==> src/common/fetch_params.svh <==
// fetch front end constants: reset vector, apb register map and register reset values
`ifndef FETCH_PARAMS_SVH
`define FETCH_PARAMS_SVH

// program counter value after reset
`define FETCH_RESET_PC     32'h6000_0000

// apb byte offsets of the register block
`define FETCH_REG_CTRL     8'h00
`define FETCH_REG_PERIOD   8'h04
`define FETCH_REG_VECTOR   8'h08
`define FETCH_REG_DBG_PC   8'h0C

// timer period and handler vector after reset
`define FETCH_PERIOD_RESET 32'd64
`define FETCH_VECTOR_RESET 32'h6000_1000

`endif

==> src/common/fetch_pkg.sv <==
// fetch front end types: address and data vectors, interrupt states, fetch packet and apb bus
package fetch_pkg;

  // byte address of an instruction
  typedef logic [31:0] addr_t;

  // data word on the apb bus
  typedef logic [31:0] word_t;

  // byte enables of an instruction memory read
  typedef logic [3:0] rmask_t;

  // interrupt sequencer states, only one handler level exists
  typedef enum logic [1:0] {
    INT_IDLE,
    INT_PENDING,
    INT_HANDLER
  } int_state_t;

  // fetch stage register handed to decode
  typedef struct packed {
    addr_t pc;
    addr_t pc_next;
    logic  int_flag;
    logic  valid;
  } fetch_pkt_t;

  // apb request from the master
  typedef struct packed {
    logic       psel;
    logic       penable;
    logic       pwrite;
    logic [7:0] paddr;
    word_t      pwdata;
  } apb_req_t;

  // apb response from the slave
  typedef struct packed {
    word_t prdata;
    logic  pready;
    logic  pslverr;
  } apb_rsp_t;

endpackage

==> src/fetch/fetch_pc_unit.sv <==
// fetch stage program counter with branch redirect, compressed correction and interrupt entry
`timescale 1ns/1ps
`include "fetch_params.svh"

module fetch_pc_unit import fetch_pkg::*; (
  input  logic       clk,
  input  logic       rst,
  input  logic       i_stall,
  input  logic       i_branch_flush,
  input  addr_t      i_branch_target,
  input  logic       i_compressed,
  input  logic       i_end_int,
  input  logic       i_int_start,
  input  logic       i_int_active,
  input  addr_t      i_vector,
  input  logic       i_dbg_pc_we,
  input  addr_t      i_dbg_pc,
  output addr_t      o_imem_addr,
  output rmask_t     o_imem_rmask,
  output addr_t      o_pc,
  output fetch_pkt_t o_fetch
);

  // current program counter
  addr_t pc;
  // return address for the handler, written on interrupt entry
  addr_t saved_pc;
  // address sent to instruction memory this cycle
  addr_t fetch_addr;
  // sequential successor of the fetch address
  addr_t fetch_addr_inc;

  // a flush wins over everything since younger instructions are speculative
  // mret comes next and returns to the saved pc
  // a compressed instruction means the last fetch overshot by two bytes
  always_comb begin
    if (i_branch_flush) begin
      fetch_addr = i_branch_target;
    end else if (i_end_int) begin
      fetch_addr = saved_pc;
    end else if (i_compressed) begin
      fetch_addr = pc - 32'd2;
    end else begin
      fetch_addr = pc;
    end
  end

  assign fetch_addr_inc = fetch_addr + 32'd4;

  always_ff @(posedge clk or posedge rst) begin
    if (rst) begin
      pc       <= `FETCH_RESET_PC;
      saved_pc <= '0;
    end else begin
      // the debug write lands even while the pipeline is stalled
      if (i_dbg_pc_we) begin
        pc <= i_dbg_pc;
      end else if (!i_stall) begin
        if (i_int_start) begin
          // jump to the handler and remember where sequential fetch would go
          pc       <= i_vector;
          saved_pc <= fetch_addr_inc;
        end else begin
          pc <= fetch_addr_inc;
        end
      end
    end
  end

  // no read is issued while stalled
  assign o_imem_addr  = fetch_addr;
  assign o_imem_rmask = i_stall ? 4'h0 : 4'hF;

  // live pc for debug reads over apb
  assign o_pc = pc;

  // the packet records the address issued one cycle earlier and holds under stall
  always_ff @(posedge clk or posedge rst) begin
    if (rst) begin
      o_fetch <= '0;
    end else if (!i_stall) begin
      o_fetch.pc      <= fetch_addr;
      o_fetch.pc_next <= fetch_addr_inc;
      // the word fetched on mret already belongs to the interrupted program
      o_fetch.int_flag <= i_int_active && !i_end_int;
      o_fetch.valid    <= 1'b1;
    end
  end

endmodule

==> src/fetch/fetch_int_ctrl.sv <==
// interrupt sequencer that holds a timer tick until a stall-free cycle and tracks the handler
`timescale 1ns/1ps

module fetch_int_ctrl import fetch_pkg::*; (
  input  logic clk,
  input  logic rst,
  input  logic i_tick,
  input  logic i_stall,
  input  logic i_end_int,
  output logic o_int_start,
  output logic o_int_active
);

  int_state_t state;
  int_state_t state_next;

  // entry needs a free pipeline and must not collide with an mret
  assign o_int_start = (state == INT_PENDING) && !i_stall && !i_end_int;

  always_comb begin
    state_next = state;
    case (state)
      INT_IDLE: begin
        if (i_tick) begin
          state_next = INT_PENDING;
        end
      end
      INT_PENDING: begin
        // further ticks are absorbed here since one request is already waiting
        if (o_int_start) begin
          state_next = INT_HANDLER;
        end
      end
      INT_HANDLER: begin
        // ticks during the handler are dropped, nesting is not supported
        if (i_end_int) begin
          state_next = INT_IDLE;
        end
      end
      default: begin
        state_next = INT_IDLE;
      end
    endcase
  end

  always_ff @(posedge clk or posedge rst) begin
    if (rst) begin
      state <= INT_IDLE;
    end else begin
      state <= state_next;
    end
  end

  assign o_int_active = (state == INT_HANDLER);

endmodule

==> src/design/int_timer.sv <==
// periodic timer that raises a one-cycle tick each time its counter wraps
`timescale 1ns/1ps

module int_timer import fetch_pkg::*; (
  input  logic  clk,
  input  logic  rst,
  input  logic  i_enable,
  input  word_t i_period,
  output logic  o_tick
);

  word_t count;
  // last count value before the wrap
  word_t limit;
  logic  wrap;

  // a zero period behaves like a period of one
  assign limit = (i_period == '0) ? '0 : i_period - 32'd1;

  // compare with >= so a period lowered mid-count still wraps
  assign wrap = (count >= limit);

  always_ff @(posedge clk or posedge rst) begin
    if (rst) begin
      count  <= '0;
      o_tick <= 1'b0;
    end else if (!i_enable) begin
      // disabling restarts the period from zero
      count  <= '0;
      o_tick <= 1'b0;
    end else begin
      o_tick <= wrap;
      if (wrap) begin
        count <= '0;
      end else begin
        count <= count + 32'd1;
      end
    end
  end

endmodule

==> src/design/fetch_apb_regs.sv <==
// apb slave holding timer control, timer period, handler vector and the debug pc port
`timescale 1ns/1ps
`include "fetch_params.svh"

module fetch_apb_regs import fetch_pkg::*; (
  input  logic     clk,
  input  logic     rst,
  input  apb_req_t i_apb,
  output apb_rsp_t o_apb,
  input  addr_t    i_pc,
  output logic     o_timer_en,
  output word_t    o_period,
  output addr_t    o_vector,
  output logic     o_dbg_pc_we,
  output addr_t    o_dbg_pc
);

  logic access;
  logic hit;
  logic wr;

  // zero wait states, so every access phase completes at once
  assign access = i_apb.psel && i_apb.penable;
  assign wr     = access && i_apb.pwrite;

  always_comb begin
    hit            = 1'b1;
    o_apb.prdata   = '0;
    case (i_apb.paddr)
      `FETCH_REG_CTRL:   o_apb.prdata = {31'd0, o_timer_en};
      `FETCH_REG_PERIOD: o_apb.prdata = o_period;
      `FETCH_REG_VECTOR: o_apb.prdata = o_vector;
      // debug reads see the pc the fetch stage holds right now
      `FETCH_REG_DBG_PC: o_apb.prdata = i_pc;
      default:           hit = 1'b0;
    endcase
    // the slave is always ready and flags offsets outside the map
    o_apb.pready  = 1'b1;
    o_apb.pslverr = access && !hit;
  end

  always_ff @(posedge clk or posedge rst) begin
    if (rst) begin
      o_timer_en <= 1'b0;
      o_period   <= `FETCH_PERIOD_RESET;
      o_vector   <= `FETCH_VECTOR_RESET;
    end else if (wr) begin
      case (i_apb.paddr)
        `FETCH_REG_CTRL:   o_timer_en <= i_apb.pwdata[0];
        `FETCH_REG_PERIOD: o_period   <= i_apb.pwdata;
        `FETCH_REG_VECTOR: o_vector   <= i_apb.pwdata;
        default:           ;
      endcase
    end
  end

  // the pc write is a strobe for the access cycle, the fetch stage takes it at that edge
  assign o_dbg_pc_we = wr && (i_apb.paddr == `FETCH_REG_DBG_PC);
  assign o_dbg_pc    = i_apb.pwdata;

endmodule

==> src/design/fetch_top.sv <==
// fetch front end top: register block, timer, interrupt sequencer and fetch stage
`timescale 1ns/1ps

module fetch_top import fetch_pkg::*; (
  input  logic       clk,
  input  logic       rst,
  input  apb_req_t   i_apb,
  input  logic       i_stall,
  input  logic       i_branch_flush,
  input  addr_t      i_branch_target,
  input  logic       i_compressed,
  input  logic       i_end_int,
  output apb_rsp_t   o_apb,
  output addr_t      o_imem_addr,
  output rmask_t     o_imem_rmask,
  output fetch_pkt_t o_fetch,
  output logic       o_int_active
);

  // register block outputs
  logic  timer_en;
  word_t period;
  addr_t vector;
  logic  dbg_pc_we;
  addr_t dbg_pc;
  // pc read back for debug
  addr_t pc;
  // interrupt path
  logic  tick;
  logic  int_start;

  fetch_apb_regs u_regs (
    .clk        (clk),
    .rst        (rst),
    .i_apb      (i_apb),
    .o_apb      (o_apb),
    .i_pc       (pc),
    .o_timer_en (timer_en),
    .o_period   (period),
    .o_vector   (vector),
    .o_dbg_pc_we(dbg_pc_we),
    .o_dbg_pc   (dbg_pc)
  );

  int_timer u_timer (
    .clk     (clk),
    .rst     (rst),
    .i_enable(timer_en),
    .i_period(period),
    .o_tick  (tick)
  );

  fetch_int_ctrl u_int_ctrl (
    .clk         (clk),
    .rst         (rst),
    .i_tick      (tick),
    .i_stall     (i_stall),
    .i_end_int   (i_end_int),
    .o_int_start (int_start),
    .o_int_active(o_int_active)
  );

  fetch_pc_unit u_pc_unit (
    .clk            (clk),
    .rst            (rst),
    .i_stall        (i_stall),
    .i_branch_flush (i_branch_flush),
    .i_branch_target(i_branch_target),
    .i_compressed   (i_compressed),
    .i_end_int      (i_end_int),
    .i_int_start    (int_start),
    .i_int_active   (o_int_active),
    .i_vector       (vector),
    .i_dbg_pc_we    (dbg_pc_we),
    .i_dbg_pc       (dbg_pc),
    .o_imem_addr    (o_imem_addr),
    .o_imem_rmask   (o_imem_rmask),
    .o_pc           (pc),
    .o_fetch        (o_fetch)
  );

endmodule

==> config.mk <==
export PLATFORM = sky130hd
export DESIGN_NAME = fetch_top
export DESIGN_NICKNAME = d
export VERILOG_FILES = /design/src/common/fetch_pkg.sv /design/src/fetch/fetch_pc_unit.sv /design/src/fetch/fetch_int_ctrl.sv /design/src/design/int_timer.sv /design/src/design/fetch_apb_regs.sv /design/src/design/fetch_top.sv
export VERILOG_INCLUDE_DIRS = /design/src /design/src/common
export SDC_FILE = /design/constraint.sdc
export NUM_CORES = 1
export LEC_CHECK = 0
export BUFFER_PORTS_ARGS = -buffer_cell sky130_fd_sc_hd__clkbuf_2
export CORE_MARGIN = 2
export CORE_UTILIZATION = 24
export CTS_CLUSTER_SIZE = 28
export DETAILED_ROUTE_END_ITERATION = 7
export PLACE_DENSITY = 0.42
export SLEW_MARGIN = 25
export SYNTH_ARGS = -nofsm -noshare
export SYNTH_HDL_FRONTEND = slang
export SYNTH_SLANG_ARGS = --single-unit
==> constraint.sdc <==
create_clock -name clk -period 7.24 [get_ports clk]
set_input_delay 1.448 -clock clk [delete_from_list [all_inputs] [get_ports clk]]
set_output_delay 1.448 -clock clk [all_outputs]
set_load 0.1 [all_outputs]
==> results of run 1 <==
worst reg2reg max path: cells and delay by family (launching register included):
family / cells / cell delay (ps)
AO/OA/AOI/OAI: 7 / 1720
XOR/XNOR: 1 / 170
adder cells (fa/ha/maj): 1 / 300
buffers and inverters: 1 / 390
flip-flops: 1 / 450
AND/OR/NAND/NOR: 9 / 2480
per-layer routing:
layer	routed length [µm]	vias up	global-route usage [%]
met2	21200	283	25.6
met1	23200	5475	23.7
met5	13	-	0
met4	1370	2	5.21
met3	2210	82	2.82
li1	-	5328	-
registers in the layout (all words and copies together), names as in the netlist:
name	cells
u_pc_unit.o_fetch	64
u_pc_unit.saved_pc	32
u_int_ctrl.state	2
u_regs.o_timer_en	1
u_regs.o_period	32
u_timer.o_tick	1
u_timer.count	32
u_regs.o_vector	32
u_pc_unit.o_pc	32
logic make-up after synthesis:
logic type,count (synthesis)
xor gates and xnor gates,95
muxes,130
AOI/OAI and AO/OA,281
other,1
adders and majority gates,37
buffers and inverters,118
and+or+nand+nor,494
DFF,228
path summary, 6_finish.rpt:
path / endpoint / cells after the start / startpoint
max in group asynchronous: u_regs.o_period[5]$_DFFE_PP0P_ / 3 / rst
min in group asynchronous: u_pc_unit.o_fetch[61]$_DFFE_PP0N_ / 2 / rst
worst max-delay path: o_imem_addr[20] / 8 / i_compressed
worst min register to register: u_pc_unit.o_fetch[0]$_DFFE_PP0N_ / 1 / u_pc_unit.o_fetch[0]$_DFFE_PP0N_
worst max register to register: u_timer.count[9]$_DFF_PP0_ / 19 / u_regs.o_period[4]$_DFFE_PP0P_
worst min-delay path: u_pc_unit.o_fetch[0]$_DFFE_PP0N_ / 1 / u_pc_unit.o_fetch[0]$_DFFE_PP0N_
cell type report:
type / instances / area share [%]
timing repair buffer: 239 / 7.93
tap: 704 / 5.50
sequential: 228 / 35.7
clock inverter: 8 / 0.876
multi-input combinational: 1038 / 44.1
clock buffer: 42 / 5.28
inverter: 25 / 0.610
synth_stat cells, types with 6 or more instances:
| cell | instances |
|---|---|
| sky130_fd_sc_hd__nand2b_1 | 10 |
| sky130_fd_sc_hd__ha_1 | 37 |
| sky130_fd_sc_hd__a21o_1 | 16 |
| sky130_fd_sc_hd__xor2_1 | 54 |
| sky130_fd_sc_hd__buf_4 | 8 |
| sky130_fd_sc_hd__dfrtp_1 | 222 |
| sky130_fd_sc_hd__nor4_1 | 22 |
| sky130_fd_sc_hd__nand2_1 | 163 |
| sky130_fd_sc_hd__o21ai_0 | 81 |
| sky130_fd_sc_hd__o211ai_1 | 7 |
| sky130_fd_sc_hd__and2_1 | 6 |
| sky130_fd_sc_hd__nor2_1 | 142 |
| sky130_fd_sc_hd__a21oi_1 | 31 |
| sky130_fd_sc_hd__o21ai_1 | 13 |
| sky130_fd_sc_hd__nor2b_1 | 6 |
| sky130_fd_sc_hd__o22ai_1 | 23 |
| sky130_fd_sc_hd__nand4_1 | 27 |
| sky130_fd_sc_hd__or3_1 | 12 |
| sky130_fd_sc_hd__clkbuf_1 | 69 |
| sky130_fd_sc_hd__nand3b_1 | 6 |
| sky130_fd_sc_hd__nor3_1 | 22 |
| sky130_fd_sc_hd__nand3_1 | 29 |
| sky130_fd_sc_hd__or4_1 | 12 |
| sky130_fd_sc_hd__a22oi_1 | 48 |
| sky130_fd_sc_hd__xnor2_1 | 41 |
| sky130_fd_sc_hd__mux2_2 | 126 |
| sky130_fd_sc_hd__and3_1 | 8 |
| sky130_fd_sc_hd__buf_1 | 12 |
| sky130_fd_sc_hd__dfstp_2 | 6 |
| sky130_fd_sc_hd__inv_1 | 23 |
| sky130_fd_sc_hd__a221oi_1 | 20 |
| sky130_fd_sc_hd__a211oi_1 | 8 |
stage by stage:
stage | setup slack [ps] | std cells | total power [W] | hold slack [ps] | cell area, µm²
after global placement | 1360 | 2234 | 0.00339 | 449 | 15000
after detailed placement | 1360 | 2234 | 0.00341 | 455 | 15000
after floorplan | 360 | 1384 | 0.00299 | 433 | 13200
final | 1360 | 2284 | 0.00490 | 468 | 16000
after global routing | 1160 | 2284 | 0.00514 | 494 | 16000
after CTS | 1340 | 2284 | 0.00497 | 473 | 16000
power breakdown:
| part | internal [W] | total, W | switching [W] |
|---|---|---|---|
| clock | 0.000939 | 0.00152 | 0.000581 |
| sequential | 0.00147 | 0.00165 | 0.000180 |
| combinational | 0.000388 | 0.00173 | 0.00135 |
cell usage in the layout (no fill, tap or decap), types with 31 or more instances in the layout:
cell type                  count
sky130_fd_sc_hd__a21oi_1      31
sky130_fd_sc_hd__a22oi_1      48
sky130_fd_sc_hd__clkbuf_2    215
sky130_fd_sc_hd__dfrtp_1     222
sky130_fd_sc_hd__ha_1         37
sky130_fd_sc_hd__mux2_2      126
sky130_fd_sc_hd__nand2_1     161
sky130_fd_sc_hd__nor2_1      142
sky130_fd_sc_hd__o21ai_0      81
sky130_fd_sc_hd__xnor2_1      41
sky130_fd_sc_hd__xor2_1       54
==> metrics.txt, run 1 <==
# TYPE chip_impl_metric gauge
chip_impl_info{name="result_of_the_run",value="completed"} 1
chip_impl_metric{name="drt_first_iter_violations",unit=""} 630
chip_impl_metric{name="route.detailed.drc",unit=""} 0
chip_impl_metric{name="tritoncts.num_buffers",unit=""} 28
chip_impl_info{name="tritoncts",value="done"} 1
chip_impl_metric{name="wl",unit="µm"} 47900
chip_impl_metric{name="total_leakage_power",unit="nW"} 7.20
chip_impl_metric{name="grt_pass1_vias",unit=""} 11300
chip_impl_metric{name="io_buffers",unit=""} 216
chip_impl_metric{name="i_o_pin_count",unit=""} 218
chip_impl_metric{name="cts-root-to-sink-buffers",unit=""} 3
chip_impl_metric{name="worst_ir_drop_on_vdd",unit="mV"} 0.192
chip_impl_metric{name="multiInputGateArea",unit="µm²"} 7060
chip_impl_info{name="crit_top_cell",value="sky130_fd_sc_hd__clkbuf_2"} 1
chip_impl_metric{name="holdBufCountCts",unit=""} 0
chip_impl_metric{name="synthesis.area",unit="µm²"} 13200
chip_impl_metric{name="worstPathMaxFanout",unit=""} 10
chip_impl_metric{name="syn_avg_cell_area",unit="µm²"} 9.55
chip_impl_metric{name="fp.dieArea",unit="µm²"} 57000
chip_impl_info{name="root_buffer",value="sky130_fd_sc_hd__clkbuf_16"} 1
chip_impl_metric{name="muxShareOfSynthArea",unit="%"} 11.1
chip_impl_info{name="start_kind",value="input pin"} 1
chip_impl_metric{name="report.final.slew_viol_count",unit=""} 0
chip_impl_metric{name="setup-tns-final",unit="ps"} 0
chip_impl_metric{name="start_util",unit="%"} 24.1
chip_impl_metric{name="routed_wire_length_per_instance",unit="µm"} 21.0
chip_impl_metric{name="max_clock_freq",unit="MHz"} 170
chip_impl_metric{name="power.density",unit="nW/µm²"} 306
chip_impl_metric{name="synth-async-reset-ratio",unit="%"} 100
chip_impl_metric{name="finalCriticalPeriod",unit="ps"} 5880
chip_impl_metric{name="cts_sinks",unit=""} 228
chip_impl_info{name="synth_top_cell_by_area",value="sky130_fd_sc_hd__dfrtp_1"} 1
chip_impl_metric{name="slew_headroom",unit="%"} 36.1
chip_impl_info{name="synth_ff_type",value="sky130_fd_sc_hd__dfrtp_1"} 1
chip_impl_metric{name="fin_crit_sh",unit="%"} 81.2
chip_impl_metric{name="yosys.area_share.simple",unit="%"} 18.1
chip_impl_metric{name="critical_path.n_buffers_inverters",unit=""} 3
chip_impl_metric{name="slowest_delay",unit="ps"} 660
chip_impl_metric{name="ys_ff_latch",unit=""} 228
chip_impl_info{name="crit_end_element",value="output port"} 1
chip_impl_metric{name="clock_tree.htree_level_count",unit=""} 1
chip_impl_metric{name="cts.repair_timing.setup_buffer_count",unit=""} 0
chip_impl_metric{name="core_box_area",unit="µm²"} 54800
chip_impl_metric{name="detailed_place_hpwl",unit="µm"} 35500
chip_impl_metric{name="fillers",unit=""} 5761
chip_impl_metric{name="gpl.final_weighted_congestion",unit=""} 0.810
chip_impl_metric{name="distinct_cells_synth",unit=""} 73
chip_impl_metric{name="synthDominantCellAreaShare",unit="%"} 42.0
chip_impl_info{name="synth_top_family_by_area",value="simple AND/OR/NAND/NOR gates"} 1
chip_impl_info{name="critPathKind",value="in2out"} 1
chip_impl_metric{name="grt_overflow",unit=""} 0
chip_impl_metric{name="area_overhead_vs_synth",unit="%"} 21.0
chip_impl_metric{name="seq_area",unit="µm²"} 5710
chip_impl_metric{name="rrSetupSlack",unit="ps"} 1640
chip_impl_info{name="grt_setup_unrepaired",value="false"} 1
chip_impl_metric{name="fin_nets",unit=""} 1678
chip_impl_metric{name="ant_nets",unit=""} 0
chip_impl_metric{name="antenna_violations_before_repair",unit=""} 1
chip_impl_metric{name="yosysWarnings",unit=""} 0
chip_impl_info{name="slowest_stage",value="sky130_fd_sc_hd__or4_4"} 1
chip_impl_metric{name="synth_seq_area_share",unit="%"} 43.2
chip_impl_info{name="critical_path.cell_chain",value="clkbuf_2 > or4b_1 > or4_4 > nor3b_1 > xor2_1 > a222oi_1 > inv_1 > clkbuf_2"} 1
chip_impl_metric{name="netlist_instances",unit=""} 1384
chip_impl_metric{name="drive_gt1_share",unit="%"} 27.9
chip_impl_metric{name="grt_first_pass_wirelength",unit="µm"} 72300
chip_impl_metric{name="post_synth_adder_cell_area",unit="%"} 3.50
chip_impl_metric{name="later_pin_clock_latency_in_the_skew_report",unit="ps"} 580
chip_impl_metric{name="grt_use_total",unit="%"} 16.6
chip_impl_metric{name="crit_required",unit="ps"} 5790
chip_impl_metric{name="clkTransAtPathRegs",unit="ps"} 60
chip_impl_metric{name="insertedDiodeCount",unit=""} 0
chip_impl_metric{name="rows",unit=""} 86
chip_impl_metric{name="die_h",unit="µm"} 239
chip_impl_metric{name="finalHoldViolCount",unit=""} 0
chip_impl_metric{name="area_fraction_in_compound_gates_after_synthesis",unit="%"} 14.0
chip_impl_metric{name="fin_skew",unit="ps"} 22.9
chip_impl_metric{name="avgViaCountPerCell",unit=""} 4.89
chip_impl_metric{name="largest_net_degree_at_the_start_of_global_routing",unit=""} 134
chip_impl_info{name="synth_top_cells_by_area",value="sky130_fd_sc_hd__dfrtp_1 (42%), sky130_fd_sc_hd__mux2_2 (11%), sky130_fd_sc_hd__nand2_1 (4.6%)"} 1
chip_impl_metric{name="drt_pre_antenna_iters",unit=""} 5
chip_impl_metric{name="tightestPinTransition",unit="ps"} 954
chip_impl_metric{name="number_of_vias_in_the_routed_layout",unit=""} 11200
chip_impl_metric{name="synth_edf_count",unit=""} 0
chip_impl_metric{name="worstPathArrival",unit="ps"} 4430
chip_impl_metric{name="maxCapViolCount",unit=""} 0
chip_impl_info{name="hp-class",value="reg2reg"} 1
chip_impl_metric{name="synth.net_count",unit=""} 1502
chip_impl_info{name="critPathTopFamily",value="simple AND/OR/NAND/NOR gates"} 1
chip_impl_metric{name="final_cell_utilization_of_the_core",unit="%"} 29.2
chip_impl_metric{name="post_cts_sizing",unit=""} 0
chip_impl_metric{name="chipWidth",unit="µm"} 239
chip_impl_metric{name="setup_viol",unit=""} 0
chip_impl_metric{name="post_synth_xor_area_fraction",unit="%"} 6.29
No activity file was read; power rests on OpenSTA's default activity.
==> inputs of run 2 (changes only) <==
--- a/config.mk
+++ b/config.mk
@@ -11,7 +11,7 @@
 export CORE_UTILIZATION = 24
 export CTS_CLUSTER_SIZE = 28
 export DETAILED_ROUTE_END_ITERATION = 7
-export PLACE_DENSITY = 0.42
+export PLACE_DENSITY = 0.41
 export SLEW_MARGIN = 25
 export SYNTH_ARGS = -nofsm -noshare
 export SYNTH_HDL_FRONTEND = slang
==> constraint.sdc (replaced) <==
create_clock -name clk -period 6 [get_ports clk]
set_input_delay 1.2 -clock clk [delete_from_list [all_inputs] [get_ports clk]]
set_output_delay 1.2 -clock clk [all_outputs]
set_load 0.1 [all_outputs]
==> run 2 against run 1 <==
  * Sequential power is 19% higher
  * Highest routed layer unchanged
  * Wire length is 2.1% lower
  * Sequential share of layout area is 0.11 points lower
  * Power is 19% higher
  * Core utilization is 0.094 points higher
  * Combinational power is 21% higher
  * Sequential cell count stayed put
  * Critical path type unchanged
==> metrics.txt, run 2 (synthesis gave the netlist of run 1 again) <==
# TYPE chip_impl_metric gauge
chip_impl_info{name="result_of_the_run",value="completed"} 1
chip_impl_info{name="crit-reg2reg-capture",value="u_timer.count[2]$_DFF_PP0_"} 1
chip_impl_metric{name="placedCellCount",unit=""} 2245
chip_impl_info{name="hp-class",value="reg2reg"} 1
chip_impl_metric{name="chipWidth",unit="µm"} 239
chip_impl_info{name="critPathLaunch",value="i_compressed"} 1
chip_impl_metric{name="power.density",unit="nW/µm²"} 364
chip_impl_metric{name="setup_viol",unit=""} 0
chip_impl_metric{name="number_of_vias_in_the_routed_layout",unit=""} 11200
chip_impl_info{name="root_buffer",value="sky130_fd_sc_hd__clkbuf_16"} 1
chip_impl_info{name="critPathKind",value="in2out"} 1
chip_impl_metric{name="routed_wire_length_per_instance",unit="µm"} 20.4
chip_impl_metric{name="finalHoldViolCount",unit=""} 0
chip_impl_metric{name="i_o_pin_count",unit=""} 218
chip_impl_metric{name="die_h",unit="µm"} 239
chip_impl_metric{name="min_delay_path_depth",unit=""} 1
chip_impl_info{name="layout_commonest_cell",value="sky130_fd_sc_hd__dfrtp_1"} 1
chip_impl_metric{name="maxCapViolCount",unit=""} 0
chip_impl_metric{name="area_overhead_vs_synth",unit="%"} 21.4
chip_impl_metric{name="core_box_area",unit="µm²"} 54800
chip_impl_metric{name="fp.dieArea",unit="µm²"} 57000
chip_impl_metric{name="drive_gt1_share",unit="%"} 28.5
chip_impl_metric{name="final_cell_utilization_of_the_core",unit="%"} 29.3
chip_impl_info{name="tritoncts",value="done"} 1
chip_impl_info{name="crit_end_element",value="output port"} 1
chip_impl_metric{name="holdBufCountCts",unit=""} 0
chip_impl_info{name="layout_common_cells",value="sky130_fd_sc_hd__dfrtp_1 (222), sky130_fd_sc_hd__clkbuf_2 (215), sky130_fd_sc_hd__nand2_1 (162)"} 1
chip_impl_metric{name="clock_tree.htree_level_count",unit=""} 1
chip_impl_metric{name="grt_pass1_vias",unit=""} 11100
chip_impl_metric{name="largest_net_degree_at_the_start_of_global_routing",unit=""} 144
chip_impl_info{name="timing.rr.start",value="u_regs.o_period[4]$_DFFE_PP0P_"} 1
chip_impl_metric{name="max_clock_freq",unit="MHz"} 191
chip_impl_metric{name="cts_sinks",unit=""} 228
chip_impl_info{name="worst_hold_path.endpoint",value="u_pc_unit.o_fetch[0]$_DFFE_PP0N_"} 1
chip_impl_metric{name="worst_ir_drop_on_vdd",unit="mV"} 0.269
chip_impl_metric{name="worstPathArrival",unit="ps"} 4040
chip_impl_metric{name="grt_first_pass_wirelength",unit="µm"} 70600
chip_impl_metric{name="layoutNonFillerInstCount",unit=""} 2299
chip_impl_metric{name="worstPathMaxFanout",unit=""} 10
chip_impl_info{name="grt_setup_unrepaired",value="false"} 1
chip_impl_metric{name="r2r.worst_path.cells",unit=""} 18
chip_impl_metric{name="tritoncts.num_buffers",unit=""} 28
chip_impl_metric{name="slew_headroom",unit="%"} 35.2
chip_impl_metric{name="io_buffers",unit=""} 216
chip_impl_metric{name="total_leakage_power",unit="nW"} 7.23
chip_impl_metric{name="drt_pre_antenna_iters",unit=""} 4
chip_impl_metric{name="post_cts_sizing",unit=""} 0
chip_impl_metric{name="antenna_violations_before_repair",unit=""} 1
chip_impl_metric{name="ant_nets",unit=""} 0
chip_impl_metric{name="cts-root-to-sink-buffers",unit=""} 3
chip_impl_metric{name="gpl.final_weighted_congestion",unit=""} 0.799
chip_impl_metric{name="route.detailed.drc",unit=""} 0
chip_impl_metric{name="grt_overflow",unit=""} 0
chip_impl_metric{name="tightestPinTransition",unit="ps"} 963
chip_impl_metric{name="report.final.slew_viol_count",unit=""} 0
chip_impl_metric{name="later_pin_clock_latency_in_the_skew_report",unit="ps"} 570
chip_impl_info{name="register_with_the_highest_flop_count",value="u_pc_unit.o_fetch"} 1
chip_impl_metric{name="rrSetupSlack",unit="ps"} 1000
chip_impl_metric{name="drt_first_iter_violations",unit=""} 632
chip_impl_metric{name="grt_use_total",unit="%"} 16.2
chip_impl_metric{name="fin_nets",unit=""} 1689
chip_impl_metric{name="cts.repair_timing.setup_buffer_count",unit=""} 0
chip_impl_metric{name="wl",unit="µm"} 46900
chip_impl_metric{name="start_util",unit="%"} 24.1
chip_impl_metric{name="fin_skew",unit="ps"} 20.0
chip_impl_metric{name="crit_required",unit="ps"} 4800
chip_impl_metric{name="detailed_place_hpwl",unit="µm"} 35300
chip_impl_metric{name="setup-tns-final",unit="ps"} 0
chip_impl_metric{name="clkTransAtPathRegs",unit="ps"} 60
chip_impl_metric{name="avgViaCountPerCell",unit=""} 4.87
chip_impl_info{name="timing.hold.worst.start",value="u_pc_unit.o_fetch[0]$_DFFE_PP0N_"} 1
chip_impl_metric{name="setup_ws",unit="ps"} 762
chip_impl_info{name="start_kind",value="input pin"} 1
chip_impl_metric{name="finalCriticalPeriod",unit="ps"} 5240
chip_impl_metric{name="finalPower",unit="W"} 0.00585
chip_impl_metric{name="fin_crit_sh",unit="%"} 87.3
chip_impl_metric{name="rows",unit=""} 86
chip_impl_metric{name="largest_register_ffs",unit=""} 64
chip_impl_metric{name="place_worst_setup_slack",unit="ps"} 798
run 2: cell count changes in the layout (fill, tap and decap cells not counted), sizes merged:
cell	delta
buf	+11
clkinvlp	+3
bufinv	-2
clkbuf	-2
diode	+2
inv	+2
clkinv	+1
run 2: area by class of cell:
type,instances,area (µm²)
multi-input cells,1038,7040
diodes,2,5.00
fillers,5776,38700
flip-flops and latches,228,5710
well taps,704,881
clock inverters,12,129
clock buffers,40,837
inverters,25,97.6
repair buffers,250,1360
run 2: stage by stage:
step | hold slack [ps] | cell area, µm²
after floorplan | 433 | 13200
after global placement | 453 | 15100
after detailed placement | 457 | 15100
after CTS | 477 | 16000
after global routing | 500 | 16000
final | 476 | 16100
run 2: where the power goes:
group | internal (W) | total, W | switching, W
clock network | 0.00106 | 0.00177 | 0.000717
logic | 0.000479 | 0.00210 | 0.00162
registers | 0.00177 | 0.00197 | 0.000203
total | 0.00331 | 0.00585 | 0.00254
run 2: worst max path at each step:
stage / to / slack, ps / cells past startpoint
finish: o_imem_addr[24] / 760 / 7
global route: o_imem_addr[24] / 660 / 7
CTS: o_imem_addr[24] / 780 / 7
detailed placement: o_imem_addr[24] / 800 / 7
global placement: o_imem_addr[24] / 820 / 7
floorplan: u_pc_unit.saved_pc[28]$_DFFE_PP0P_ / 280 / 11
run 2: worst max-delay path, cell delays in order:
cell                       delay [ps]
sky130_fd_sc_hd__clkbuf_2         180
sky130_fd_sc_hd__or4b_1           590
sky130_fd_sc_hd__or4_4            660
sky130_fd_sc_hd__or4_1            500
sky130_fd_sc_hd__a21oi_1          240
sky130_fd_sc_hd__or2_2            190
sky130_fd_sc_hd__clkbuf_2         460
run 2: routing by layer:
metal	wire length [µm]	vias up	track usage [%]
li1	-	5367	-
met4	841	2	3.45
met5	13	-	0
met3	2300	50	2.54
met1	22500	5526	23.5
met2	21200	248	25.4
